$ cat src/logic/mmio_defs.svh
// Address map and sizing for the host MMIO subsystem
// Requests are naturally aligned and address bits 2:0 are ignored
// The scratch and line ranges must stay aligned to their own size
`ifndef MMIO_DEFS_SVH
`define MMIO_DEFS_SVH

// ====================
// Widths
// ====================
`define MMIO_ADDR_W 16
`define MMIO_TAG_W 8

// ====================
// Register map
// ====================
`define AFU_ID_VALUE 64'hc0de_5a1e_0001_0042
`define ADDR_ID 16'h0000
`define ADDR_LINE_COUNT 16'h0010
// Eight 64-bit scratch words, 0x100 to 0x13f
`define ADDR_SCRATCH_BASE 16'h0100
`define SCRATCH_WORDS 8
// Four 64-byte lines, 0x1000 to 0x10ff
`define ADDR_LINE_BASE 16'h1000
`define LINE_COUNT 4

`endif

$ cat src/logic/mmio_pkg.sv
// Shared types for the host request stream and the MMIO data paths
// A write64 request carries its data in the low 64 bits of the data field
`include "mmio_defs.svh"

package mmio_pkg;

    // One 64-bit register word
    typedef logic [63:0] data64_t;

    // One full 512-bit line
    typedef logic [511:0] data512_t;

    // Request kind as seen on the host stream
    // Code 3 is unused, bridge treats it as a 64-bit write
    typedef enum logic [1:0] {
        read64   = 2'd0,
        write64  = 2'd1,
        write512 = 2'd2
    } req_kind_e;

    // Host request, one beat per transaction
    typedef struct packed {
        req_kind_e                 kind;
        logic [`MMIO_ADDR_W-1:0]   addr;
        logic [`MMIO_TAG_W-1:0]    tag;
        data512_t                  data;
    } host_req_t;

    // Read completion back to the host
    typedef struct packed {
        logic [`MMIO_TAG_W-1:0]    tag;
        data64_t                   data;
    } host_rsp_t;

endpackage

$ cat src/logic/axi_lite_if.sv
// AXI-lite style channel bundle, single beat, no response codes
// Payload type is a parameter so one bundle serves the 64 and 512 bit ports
`timescale 1ns/1ps
`include "mmio_defs.svh"

interface axi_lite_if #(
    parameter type data_t = mmio_pkg::data64_t,
    parameter int  addr_w = `MMIO_ADDR_W
);

    // Write address channel
    logic              awvalid;
    logic              awready;
    logic [addr_w-1:0] awaddr;

    // Write data channel
    logic              wvalid;
    logic              wready;
    data_t             wdata;

    // Write response, no status bits carried
    logic              bvalid;
    logic              bready;

    // Read address channel
    logic              arvalid;
    logic              arready;
    logic [addr_w-1:0] araddr;

    // Read data channel
    logic              rvalid;
    logic              rready;
    data_t             rdata;

    // Manager side, issues requests
    modport manager (
        output awvalid, awaddr, wvalid, wdata, bready,
        output arvalid, araddr, rready,
        input  awready, wready, bvalid, arready, rvalid, rdata
    );

    // Subordinate side, the register block
    modport subordinate (
        input  awvalid, awaddr, wvalid, wdata, bready,
        input  arvalid, araddr, rready,
        output awready, wready, bvalid, arready, rvalid, rdata
    );

endinterface

$ cat src/logic/host_mmio_bridge.sv
// Splits the host request stream onto a 64-bit read/write port and a
// 512-bit write-only port, one request in flight at a time
// Writes get no host response, reads return the request tag with the data
`timescale 1ns/1ps

module host_mmio_bridge (
    input  logic                 clk,
    input  logic                 reset,
    input  logic                 req_valid,
    output logic                 req_ready,
    input  mmio_pkg::host_req_t  req,
    output logic                 rsp_valid,
    input  logic                 rsp_ready,
    output mmio_pkg::host_rsp_t  rsp,
    axi_lite_if.manager          mmio64,
    axi_lite_if.manager          mmio512_wr
);

    typedef enum logic [2:0] {
        st_idle,
        st_issue,
        st_wait_b,
        st_wait_r,
        st_hold_rsp
    } state_e;

    state_e              state;
    mmio_pkg::host_req_t req_q;
    mmio_pkg::data64_t   rdata_q;
    logic                aw_done;
    logic                w_done;

    // ====================
    // Port selection
    // ====================
    logic is_read;
    logic to_512;
    logic in_issue;
    logic aw_valid, aw_ready, aw_fire;
    logic w_valid, w_ready, w_fire;
    logic ar_fire, b_fire, r_fire;
    logic req_fire;

    assign req_fire = req_valid && req_ready;
    assign is_read  = req_q.kind == mmio_pkg::read64;
    assign to_512   = req_q.kind == mmio_pkg::write512;
    assign in_issue = state == st_issue;

    // AW and W are raised together and dropped independently
    assign aw_valid = in_issue && !is_read && !aw_done;
    assign w_valid  = in_issue && !is_read && !w_done;
    assign aw_ready = to_512 ? mmio512_wr.awready : mmio64.awready;
    assign w_ready  = to_512 ? mmio512_wr.wready : mmio64.wready;
    assign aw_fire  = aw_valid && aw_ready;
    assign w_fire   = w_valid && w_ready;

    assign b_fire  = (state == st_wait_b) && (to_512 ? mmio512_wr.bvalid : mmio64.bvalid);
    assign ar_fire = mmio64.arvalid && mmio64.arready;
    assign r_fire  = mmio64.rvalid && mmio64.rready;

    // 64-bit port, all five channels
    assign mmio64.awvalid = aw_valid && !to_512;
    assign mmio64.awaddr  = req_q.addr;
    assign mmio64.wvalid  = w_valid && !to_512;
    assign mmio64.wdata   = req_q.data[63:0];
    assign mmio64.bready  = (state == st_wait_b) && !to_512;
    assign mmio64.arvalid = in_issue && is_read;
    assign mmio64.araddr  = req_q.addr;
    assign mmio64.rready  = state == st_wait_r;

    // 512-bit port, write channels only, read side held idle
    assign mmio512_wr.awvalid = aw_valid && to_512;
    assign mmio512_wr.awaddr  = req_q.addr;
    assign mmio512_wr.wvalid  = w_valid && to_512;
    assign mmio512_wr.wdata   = req_q.data;
    assign mmio512_wr.bready  = (state == st_wait_b) && to_512;
    assign mmio512_wr.arvalid = 1'b0;
    assign mmio512_wr.araddr  = '0;
    assign mmio512_wr.rready  = 1'b0;

    // Host completion
    assign rsp_valid = state == st_hold_rsp;
    assign rsp.tag   = req_q.tag;
    assign rsp.data  = rdata_q;

    // ====================
    // Control FSM
    // ====================
    always_ff @(posedge clk) begin
        if (reset) begin
            state     <= st_idle;
            req_ready <= 1'b1;
            aw_done   <= 1'b0;
            w_done    <= 1'b0;
        end else begin
            case (state)
                st_idle: begin
                    if (req_fire) begin
                        state     <= st_issue;
                        req_ready <= 1'b0;
                        aw_done   <= 1'b0;
                        w_done    <= 1'b0;
                    end
                end
                st_issue: begin
                    if (is_read) begin
                        if (ar_fire) begin
                            state <= st_wait_r;
                        end
                    end else begin
                        if (aw_fire) begin
                            aw_done <= 1'b1;
                        end
                        if (w_fire) begin
                            w_done <= 1'b1;
                        end
                        // Both halves in, either this edge or earlier
                        if ((aw_done || aw_fire) && (w_done || w_fire)) begin
                            state <= st_wait_b;
                        end
                    end
                end
                st_wait_b: begin
                    if (b_fire) begin
                        state     <= st_idle;
                        req_ready <= 1'b1;
                    end
                end
                st_wait_r: begin
                    if (r_fire) begin
                        state <= st_hold_rsp;
                    end
                end
                st_hold_rsp: begin
                    if (rsp_ready) begin
                        state     <= st_idle;
                        req_ready <= 1'b1;
                    end
                end
                default: state <= st_idle;
            endcase
        end
    end

    // Request and read data payload
    always_ff @(posedge clk) begin
        if (req_fire) begin
            req_q <= req;
        end
        if (r_fire) begin
            rdata_q <= mmio64.rdata;
        end
    end

    // Held completion must not move under back-pressure
    a_rsp_stable: assert property (@(posedge clk) disable iff (reset)
        rsp_valid && !rsp_ready |=> rsp_valid && $stable(rsp));

    // Ready only when idle with nothing left pending at the register block
    a_ready_idle: assert property (@(posedge clk) disable iff (reset)
        req_ready |-> state == st_idle && !mmio64.bvalid && !mmio64.rvalid
            && !mmio512_wr.bvalid);

endmodule

$ cat src/logic/afu_csr.sv
// Accelerator register block behind the two MMIO ports
// Map offsets come from the defs header, bits 2:0 of an address are ignored
// Scratch index is address bits 5:3, line index bits 7:6, so the map
// sizes must not grow past eight words and four lines
`timescale 1ns/1ps
`include "mmio_defs.svh"

module afu_csr (
    input  logic              clk,
    input  logic              reset,
    axi_lite_if.subordinate   mmio64,
    axi_lite_if.subordinate   mmio512_wr
);

    localparam int addr_w = `MMIO_ADDR_W;

    // Register file and line buffer
    mmio_pkg::data64_t  scratch [`SCRATCH_WORDS];
    mmio_pkg::data512_t lines [`LINE_COUNT];
    mmio_pkg::data64_t  line_count;

    // Range checks, base addresses are size aligned
    function automatic logic in_scratch(input logic [addr_w-1:0] a);
        return (a >= `ADDR_SCRATCH_BASE) && (a < (`ADDR_SCRATCH_BASE + 8 * `SCRATCH_WORDS));
    endfunction

    function automatic logic in_lines(input logic [addr_w-1:0] a);
        return (a >= `ADDR_LINE_BASE) && (a < (`ADDR_LINE_BASE + 64 * `LINE_COUNT));
    endfunction

    // ====================
    // Write capture
    // ====================
    logic               aw64_got, w64_got, b64_valid;
    logic               aw512_got, w512_got, b512_valid;
    logic               r64_valid;
    logic [addr_w-1:0]  aw64_addr_q, aw512_addr_q;
    mmio_pkg::data64_t  w64_data_q, r64_data_q, rd64_word;
    mmio_pkg::data512_t w512_data_q;

    // Current write halves, either latched or arriving now
    logic               aw64_fire, w64_fire, wr64_commit;
    logic               aw512_fire, w512_fire, wr512_commit;
    logic               ar64_fire;
    logic [addr_w-1:0]  wr64_addr, wr512_addr;
    mmio_pkg::data64_t  wr64_data;
    mmio_pkg::data512_t wr512_data;

    assign aw64_fire   = mmio64.awvalid && mmio64.awready;
    assign w64_fire    = mmio64.wvalid && mmio64.wready;
    assign ar64_fire   = mmio64.arvalid && mmio64.arready;
    assign wr64_commit = (aw64_got || aw64_fire) && (w64_got || w64_fire);
    assign wr64_addr   = aw64_got ? aw64_addr_q : mmio64.awaddr;
    assign wr64_data   = w64_got ? w64_data_q : mmio64.wdata;

    assign aw512_fire   = mmio512_wr.awvalid && mmio512_wr.awready;
    assign w512_fire    = mmio512_wr.wvalid && mmio512_wr.wready;
    assign wr512_commit = (aw512_got || aw512_fire) && (w512_got || w512_fire);
    assign wr512_addr   = aw512_got ? aw512_addr_q : mmio512_wr.awaddr;
    assign wr512_data   = w512_got ? w512_data_q : mmio512_wr.wdata;

    // Readies drop while a response waits
    assign mmio64.awready = !aw64_got && !b64_valid && !r64_valid;
    assign mmio64.wready  = !w64_got && !b64_valid && !r64_valid;
    assign mmio64.arready = !b64_valid && !r64_valid;
    assign mmio64.bvalid  = b64_valid;
    assign mmio64.rvalid  = r64_valid;
    assign mmio64.rdata   = r64_data_q;

    // Write-only port, read side stays quiet
    assign mmio512_wr.awready = !aw512_got && !b512_valid;
    assign mmio512_wr.wready  = !w512_got && !b512_valid;
    assign mmio512_wr.bvalid  = b512_valid;
    assign mmio512_wr.arready = 1'b0;
    assign mmio512_wr.rvalid  = 1'b0;
    assign mmio512_wr.rdata   = '0;

    // Handshake state for both ports
    always_ff @(posedge clk) begin
        if (reset) begin
            {aw64_got, w64_got, b64_valid, r64_valid} <= '0;
            {aw512_got, w512_got, b512_valid} <= '0;
        end else begin
            aw64_got  <= (aw64_got || aw64_fire) && !wr64_commit;
            w64_got   <= (w64_got || w64_fire) && !wr64_commit;
            b64_valid <= wr64_commit || (b64_valid && !mmio64.bready);
            r64_valid <= ar64_fire || (r64_valid && !mmio64.rready);
            aw512_got  <= (aw512_got || aw512_fire) && !wr512_commit;
            w512_got   <= (w512_got || w512_fire) && !wr512_commit;
            b512_valid <= wr512_commit || (b512_valid && !mmio512_wr.bready);
        end
    end

    // Latched halves and read data
    always_ff @(posedge clk) begin
        if (aw64_fire) aw64_addr_q <= mmio64.awaddr;
        if (w64_fire) w64_data_q <= mmio64.wdata;
        if (aw512_fire) aw512_addr_q <= mmio512_wr.awaddr;
        if (w512_fire) w512_data_q <= mmio512_wr.wdata;
        if (ar64_fire) r64_data_q <= rd64_word;
    end

    // ====================
    // Register updates
    // ====================
    always_ff @(posedge clk) begin
        if (reset) begin
            for (int i = 0; i < `SCRATCH_WORDS; i++) scratch[i] <= '0;
            for (int i = 0; i < `LINE_COUNT; i++) lines[i] <= '0;
            line_count <= '0;
        end else begin
            // ID, counter and holes ignore 64-bit writes
            if (wr64_commit) begin
                if (in_scratch(wr64_addr)) begin
                    scratch[wr64_addr[5:3]] <= wr64_data;
                end else if (in_lines(wr64_addr)) begin
                    lines[wr64_addr[7:6]][{wr64_addr[5:3], 6'd0} +: 64] <= wr64_data;
                end
            end
            // Every line write counts, mapped or not
            if (wr512_commit) begin
                line_count <= line_count + 64'd1;
                if (in_lines(wr512_addr)) begin
                    lines[wr512_addr[7:6]] <= wr512_data;
                end
            end
        end
    end

    // Read decode, sampled on the AR edge
    always_comb begin
        rd64_word = '0;
        if ((mmio64.araddr >> 3) == (`ADDR_ID >> 3)) begin
            rd64_word = `AFU_ID_VALUE;
        end else if ((mmio64.araddr >> 3) == (`ADDR_LINE_COUNT >> 3)) begin
            rd64_word = line_count;
        end else if (in_scratch(mmio64.araddr)) begin
            rd64_word = scratch[mmio64.araddr[5:3]];
        end else if (in_lines(mmio64.araddr)) begin
            rd64_word = lines[mmio64.araddr[7:6]][{mmio64.araddr[5:3], 6'd0} +: 64];
        end
    end

    // Responses hold until the bridge takes them
    a_b64_hold: assert property (@(posedge clk) disable iff (reset)
        mmio64.bvalid && !mmio64.bready |=> mmio64.bvalid);
    a_b512_hold: assert property (@(posedge clk) disable iff (reset)
        mmio512_wr.bvalid && !mmio512_wr.bready |=> mmio512_wr.bvalid);
    a_r64_hold: assert property (@(posedge clk) disable iff (reset)
        mmio64.rvalid && !mmio64.rready |=> mmio64.rvalid && $stable(mmio64.rdata));

endmodule

$ cat src/logic/afu_top.sv
// Host interface top level, single clock, synchronous active high reset
// Requests are handled one at a time, only reads produce a response
`timescale 1ns/1ps
`include "mmio_defs.svh"

module afu_top (
    input  logic                    clk,
    input  logic                    reset,

    // Host request stream
    input  logic                    req_valid,
    output logic                    req_ready,
    input  mmio_pkg::req_kind_e     req_kind,
    input  logic [`MMIO_ADDR_W-1:0] req_addr,
    input  logic [`MMIO_TAG_W-1:0]  req_tag,
    input  mmio_pkg::data512_t      req_data,

    // Read completions
    output logic                    rsp_valid,
    input  logic                    rsp_ready,
    output logic [`MMIO_TAG_W-1:0]  rsp_tag,
    output mmio_pkg::data64_t       rsp_data
);

    mmio_pkg::host_req_t req;
    mmio_pkg::host_rsp_t rsp;

    // Pack the plain request ports
    assign req.kind = req_kind;
    assign req.addr = req_addr;
    assign req.tag  = req_tag;
    assign req.data = req_data;

    // Unpack the completion
    assign rsp_tag  = rsp.tag;
    assign rsp_data = rsp.data;

    // ====================
    // MMIO ports
    // ====================
    // 64-bit read/write port
    axi_lite_if #(.data_t(mmio_pkg::data64_t), .addr_w(`MMIO_ADDR_W)) mmio64 ();

    // 512-bit write-only port
    axi_lite_if #(.data_t(mmio_pkg::data512_t), .addr_w(`MMIO_ADDR_W)) mmio512_wr ();

    host_mmio_bridge bridge (
        .clk        (clk),
        .reset      (reset),
        .req_valid  (req_valid),
        .req_ready  (req_ready),
        .req        (req),
        .rsp_valid  (rsp_valid),
        .rsp_ready  (rsp_ready),
        .rsp        (rsp),
        .mmio64     (mmio64.manager),
        .mmio512_wr (mmio512_wr.manager)
    );

    afu_csr csr (
        .clk        (clk),
        .reset      (reset),
        .mmio64     (mmio64.subordinate),
        .mmio512_wr (mmio512_wr.subordinate)
    );

endmodule

$ cat config.mk
export PLATFORM = sky130hd
export DESIGN_NAME = afu_top
export DESIGN_NICKNAME = d
export VERILOG_FILES = /design/src/logic/mmio_pkg.sv /design/src/logic/axi_lite_if.sv /design/src/logic/host_mmio_bridge.sv /design/src/logic/afu_csr.sv /design/src/logic/afu_top.sv
export VERILOG_INCLUDE_DIRS = /design/src /design/src/logic
export SDC_FILE = /design/constraint.sdc
export NUM_CORES = 2
export LEC_CHECK = 0
export BUFFER_PORTS_ARGS = -buffer_cell sky130_fd_sc_hd__clkbuf_2
export CAP_MARGIN = 15
export CORE_ASPECT_RATIO = 0.6
export CORE_MARGIN = 2
export CORE_UTILIZATION = 28
export DETAILED_ROUTE_END_ITERATION = 10
export MAX_ROUTING_LAYER = met4
export SYNTH_ARGS = -nofsm -noshare
export SYNTH_HDL_FRONTEND = slang
export SYNTH_SLANG_ARGS = --single-unit
$ cat constraint.sdc
create_clock -name clk -period 47 [get_ports clk]
set_clock_uncertainty 0.05 [all_clocks]
set_input_delay 9.4 -clock clk [delete_from_list [all_inputs] [get_ports clk]]
set_output_delay 9.4 -clock clk [all_outputs]
set_load 0.01 [all_outputs]
==> impl_metrics.env <==
export IMPL_outcome="finished clean"
export IMPL_h_tree_depth=5
export IMPL_hold_class="reg -> reg"
export IMPL_cts_root_buf="clkbuf_16"
export IMPL_power_total_mw=8.10
export IMPL_place_ws_ns=31.15
export IMPL_cts_tree="yes"
export IMPL_timing_rr_start="bridge.mmio512_wr.awaddr[3]"
export IMPL_arrival_ns=15.78
export IMPL_core_area_sq_um=625000
export IMPL_drc_errors=0
export IMPL_start_util_pct=28.1
export IMPL_grt_use_total_pct=21.7
export IMPL_place_congestion=0.896
export IMPL_ctsHoldBuffers=0
export IMPL_async_reset_ff_share_pct=0
export IMPL_maxCapViolations=0
export IMPL_cp_required_ns=47.63
export IMPL_ff2ff_setup_slack_ns=39.55
export IMPL_synthFlopType="edfxtp_1"
export IMPL_fin_tns_setup_ns=0
export IMPL_critPathMaxFanout=69
export IMPL_synth_avg_cell_area_sq_um=15.1
export IMPL_drive_above_1_share_pct=22.7
export IMPL_critPathLaunch="reset"
export IMPL_worst_slack_ns=31.85
export IMPL_ctsResizeCount=0
export IMPL_dpl_instance_area_sq_um=188000
export IMPL_worst_setup_path_start_kind="primary input"
export IMPL_clkPwrFrac_pct=38.5
export IMPL_postCtsSetupRepairBufs=0
export IMPL_synth_top_cell_area_share_pct=65.4
export IMPL_drt_vias_per_instance=5.81
export IMPL_syn_to_final_growth_pct=14.4
export IMPL_reg2reg_to="csr.lines[2][376]"
export IMPL_setup_violations=0
export IMPL_first_pass_iters=6
export IMPL_antenna_found_initial=38
export IMPL_totalWireLength_microns=693000
export IMPL_final_nets=12400
export IMPL_grt_pass1_wl_microns=943000
export IMPL_synth_most_common_cell="edfxtp_1"
export IMPL_final_area_sq_um=201000
export IMPL_p_per_area_nw_per_um2=40.4
export IMPL_numClockSinks=3904
export IMPL_fin_crit_sh_pct=32.2
export IMPL_drv_slew=0
export IMPL_p_switching_mw=2.17
export IMPL_clk_pin_slew_ns=0.06
export IMPL_p_int_mw=5.94
export IMPL_synth_common_cells="edfxtp_1, nand2_1, clkbuf_1"
export IMPL_p_leak_nw=64.7
export IMPL_rows=225
export IMPL_numPortBuffers=612
export IMPL_min_path_cells=0
export IMPL_ys_ff_latch=3904
export IMPL_numCtsBuffers=394
export IMPL_cts_buffer_depth=5
export IMPL_syn_num_nets=12200
export IMPL_ant_nets=0
export IMPL_yosysWarnings=0
export IMPL_grt_start_max_net_pins=165
export IMPL_sw_frac_of_total_pct=26.7
export IMPL_period_minus_slack_ns=15.15
export IMPL_whs_endpoint="bridge.rdata_q[43]"
export IMPL_worstSetupEndpointType="register"
export IMPL_max_freq_ghz=0.0660
export IMPL_ios=616
export IMPL_synth_area_leaders="edfxtp_1, mux4_2, mux2i_1, o31ai_1, mux2_2"
export IMPL_num_vias=120000
export IMPL_die_h_microns=617
export IMPL_hold_start="csr.mmio64.rdata[43]"
export IMPL_grt_ovfl_total=0
export IMPL_routedWlPerCell_microns=33.5
export IMPL_r2r_cells=15
export IMPL_comb_power_share_pct=11.6
export IMPL_synth_edf_count=3822
export IMPL_tightest_slew_ns=1.32
export IMPL_max_slew_margin_rel_pct=9.26
export IMPL_setup_worst_path_class="in -> reg"
export IMPL_power_frac_seq_pct=49.9
export IMPL_synth_top_cell_by_area="edfxtp_1"
export IMPL_drtIter0Drc=20800
export IMPL_clk_latency_ns=1.08
export IMPL_grt_pass1_vias=112000
export IMPL_die_x_microns=1030
export IMPL_synth_area_sq_um=176000
export IMPL_rsz0062_at_grt="no"
export IMPL_dp_hpwl_microns=453000
export IMPL_ir_drop_uv=32.8
export IMPL_hold_viol=0
export IMPL_yosys_cell_types_count=77
export IMPL_synth_yosys_seq_area_share_pct=66.3
export IMPL_syn_instance_count=11700
export IMPL_dieArea_sq_um=634000
[layer usage]
| layer | vias up | track usage, % | wire length, microns | share of wire (%) |
|---|---|---|---|---|
| met3 | 1334 | 6.69 | 94300 | 14 |
| met2 | 9526 | 32.4 | 311000 | 45 |
| met4 | 0 | 8.48 | 33900 | 4.9 |
| met1 | 61200 | 27.5 | 253000 | 37 |
| met5 | - | - | 0 | 0 |
| li1 | 47900 | - | - | - |
[cells in the final DEF (no fill, tap or decap), drive strengths merged, types with 194 or more instances in the layout]
master and n:
o41ai 220, o32ai 370, nand3 194, edfxtp 3822, buf 402, nor2 609, o21ai 346, mux2 371
mux4 652, o22ai 639, mux2i 668, clkbuf 1102, nand2 1043, o31ai 592
[worst max-delay path: stages]
cell and delay (ns):
buf_4 0.42, clkinv_1 0.98, o211ai_1 0.64, a2111o_2 0.40, buf_4 0.88, buf_4 0.84
buf_4 0.93, buf_4 0.79, o32ai_1 0.21
[power groups by stage]
stage               clock network (mW)  registers [mW]  logic (mW)
finish                            3.12            4.05       0.937
global route                      3.27            4.06       0.954
CTS                               3.15            4.05       0.918
detailed placement                   0            4.12       0.915
global placement                     0            4.12       0.912
floorplan                            0            4.12       0.504
[sequential cells by signal, summed over array words and instances, names as in the netlist, 64 cells and up, named ones only]
| register | count |
|---|---|
| csr.lines | 2048 |
| bridge.mmio512_wr.wdata | 512 |
| csr.scratch | 512 |
| csr.w512_data_q | 512 |
| bridge.rdata_q | 64 |
| csr.line_count | 64 |
| csr.mmio64.rdata | 64 |
| csr.w64_data_q | 64 |
[cells by family (layout without fill, tap and decap cells)]
| group | Yosys count | in the layout | synth area share (%) |
|---|---|---|---|
| simple gates | 2322 | 2322 | 5.89 |
| other cells | 0 | 43 | 0 |
| compound gates | 2537 | 2537 | 10.3 |
| xor+xnor | 7 | 7 | 0.0349 |
| fa+ha+maj | 3 | 3 | 0.0214 |
| buf+inv | 1201 | 1743 | 2.91 |
| mux | 1691 | 1691 | 14.6 |
| flops | 3904 | 3904 | 66.3 |
[per-stage QoR]
step / utilization, % / cells / hold WS (ns)
after global routing: 32.1 / 20600 / 0.351
after global placement: 30.1 / 19900 / 0.353
after CTS: 32.1 / 20600 / 0.350
after detailed placement: 30.1 / 19900 / 0.355
final: 32.1 / 20600 / 0.344
after floorplan: - / 11700 / 0.350
[cell type report]
cell class | count | area [sq um]
tap | 8399 | 10500
inverter | 24 | 97.6
clock buffer | 489 | 10300
sequential | 3904 | 116000
clock inverter | 215 | 1790
multi-input combinational | 6560 | 55200
fill | 60900 | 424000
timing repair buffer | 1015 | 6360
antenna | 43 | 108
[how the worst max path moves through the flow]
| stage | to |
|---|---|
| CTS | csr.lines[0][363] |
| global placement | csr.lines[0][360] |
| global route | csr.lines[0][363] |
| detailed placement | csr.lines[0][363] |
| floorplan | csr.w512_data_q[0] |
| finish | csr.lines[0][369] |
No activity file was read; power rests on OpenSTA's default activity.
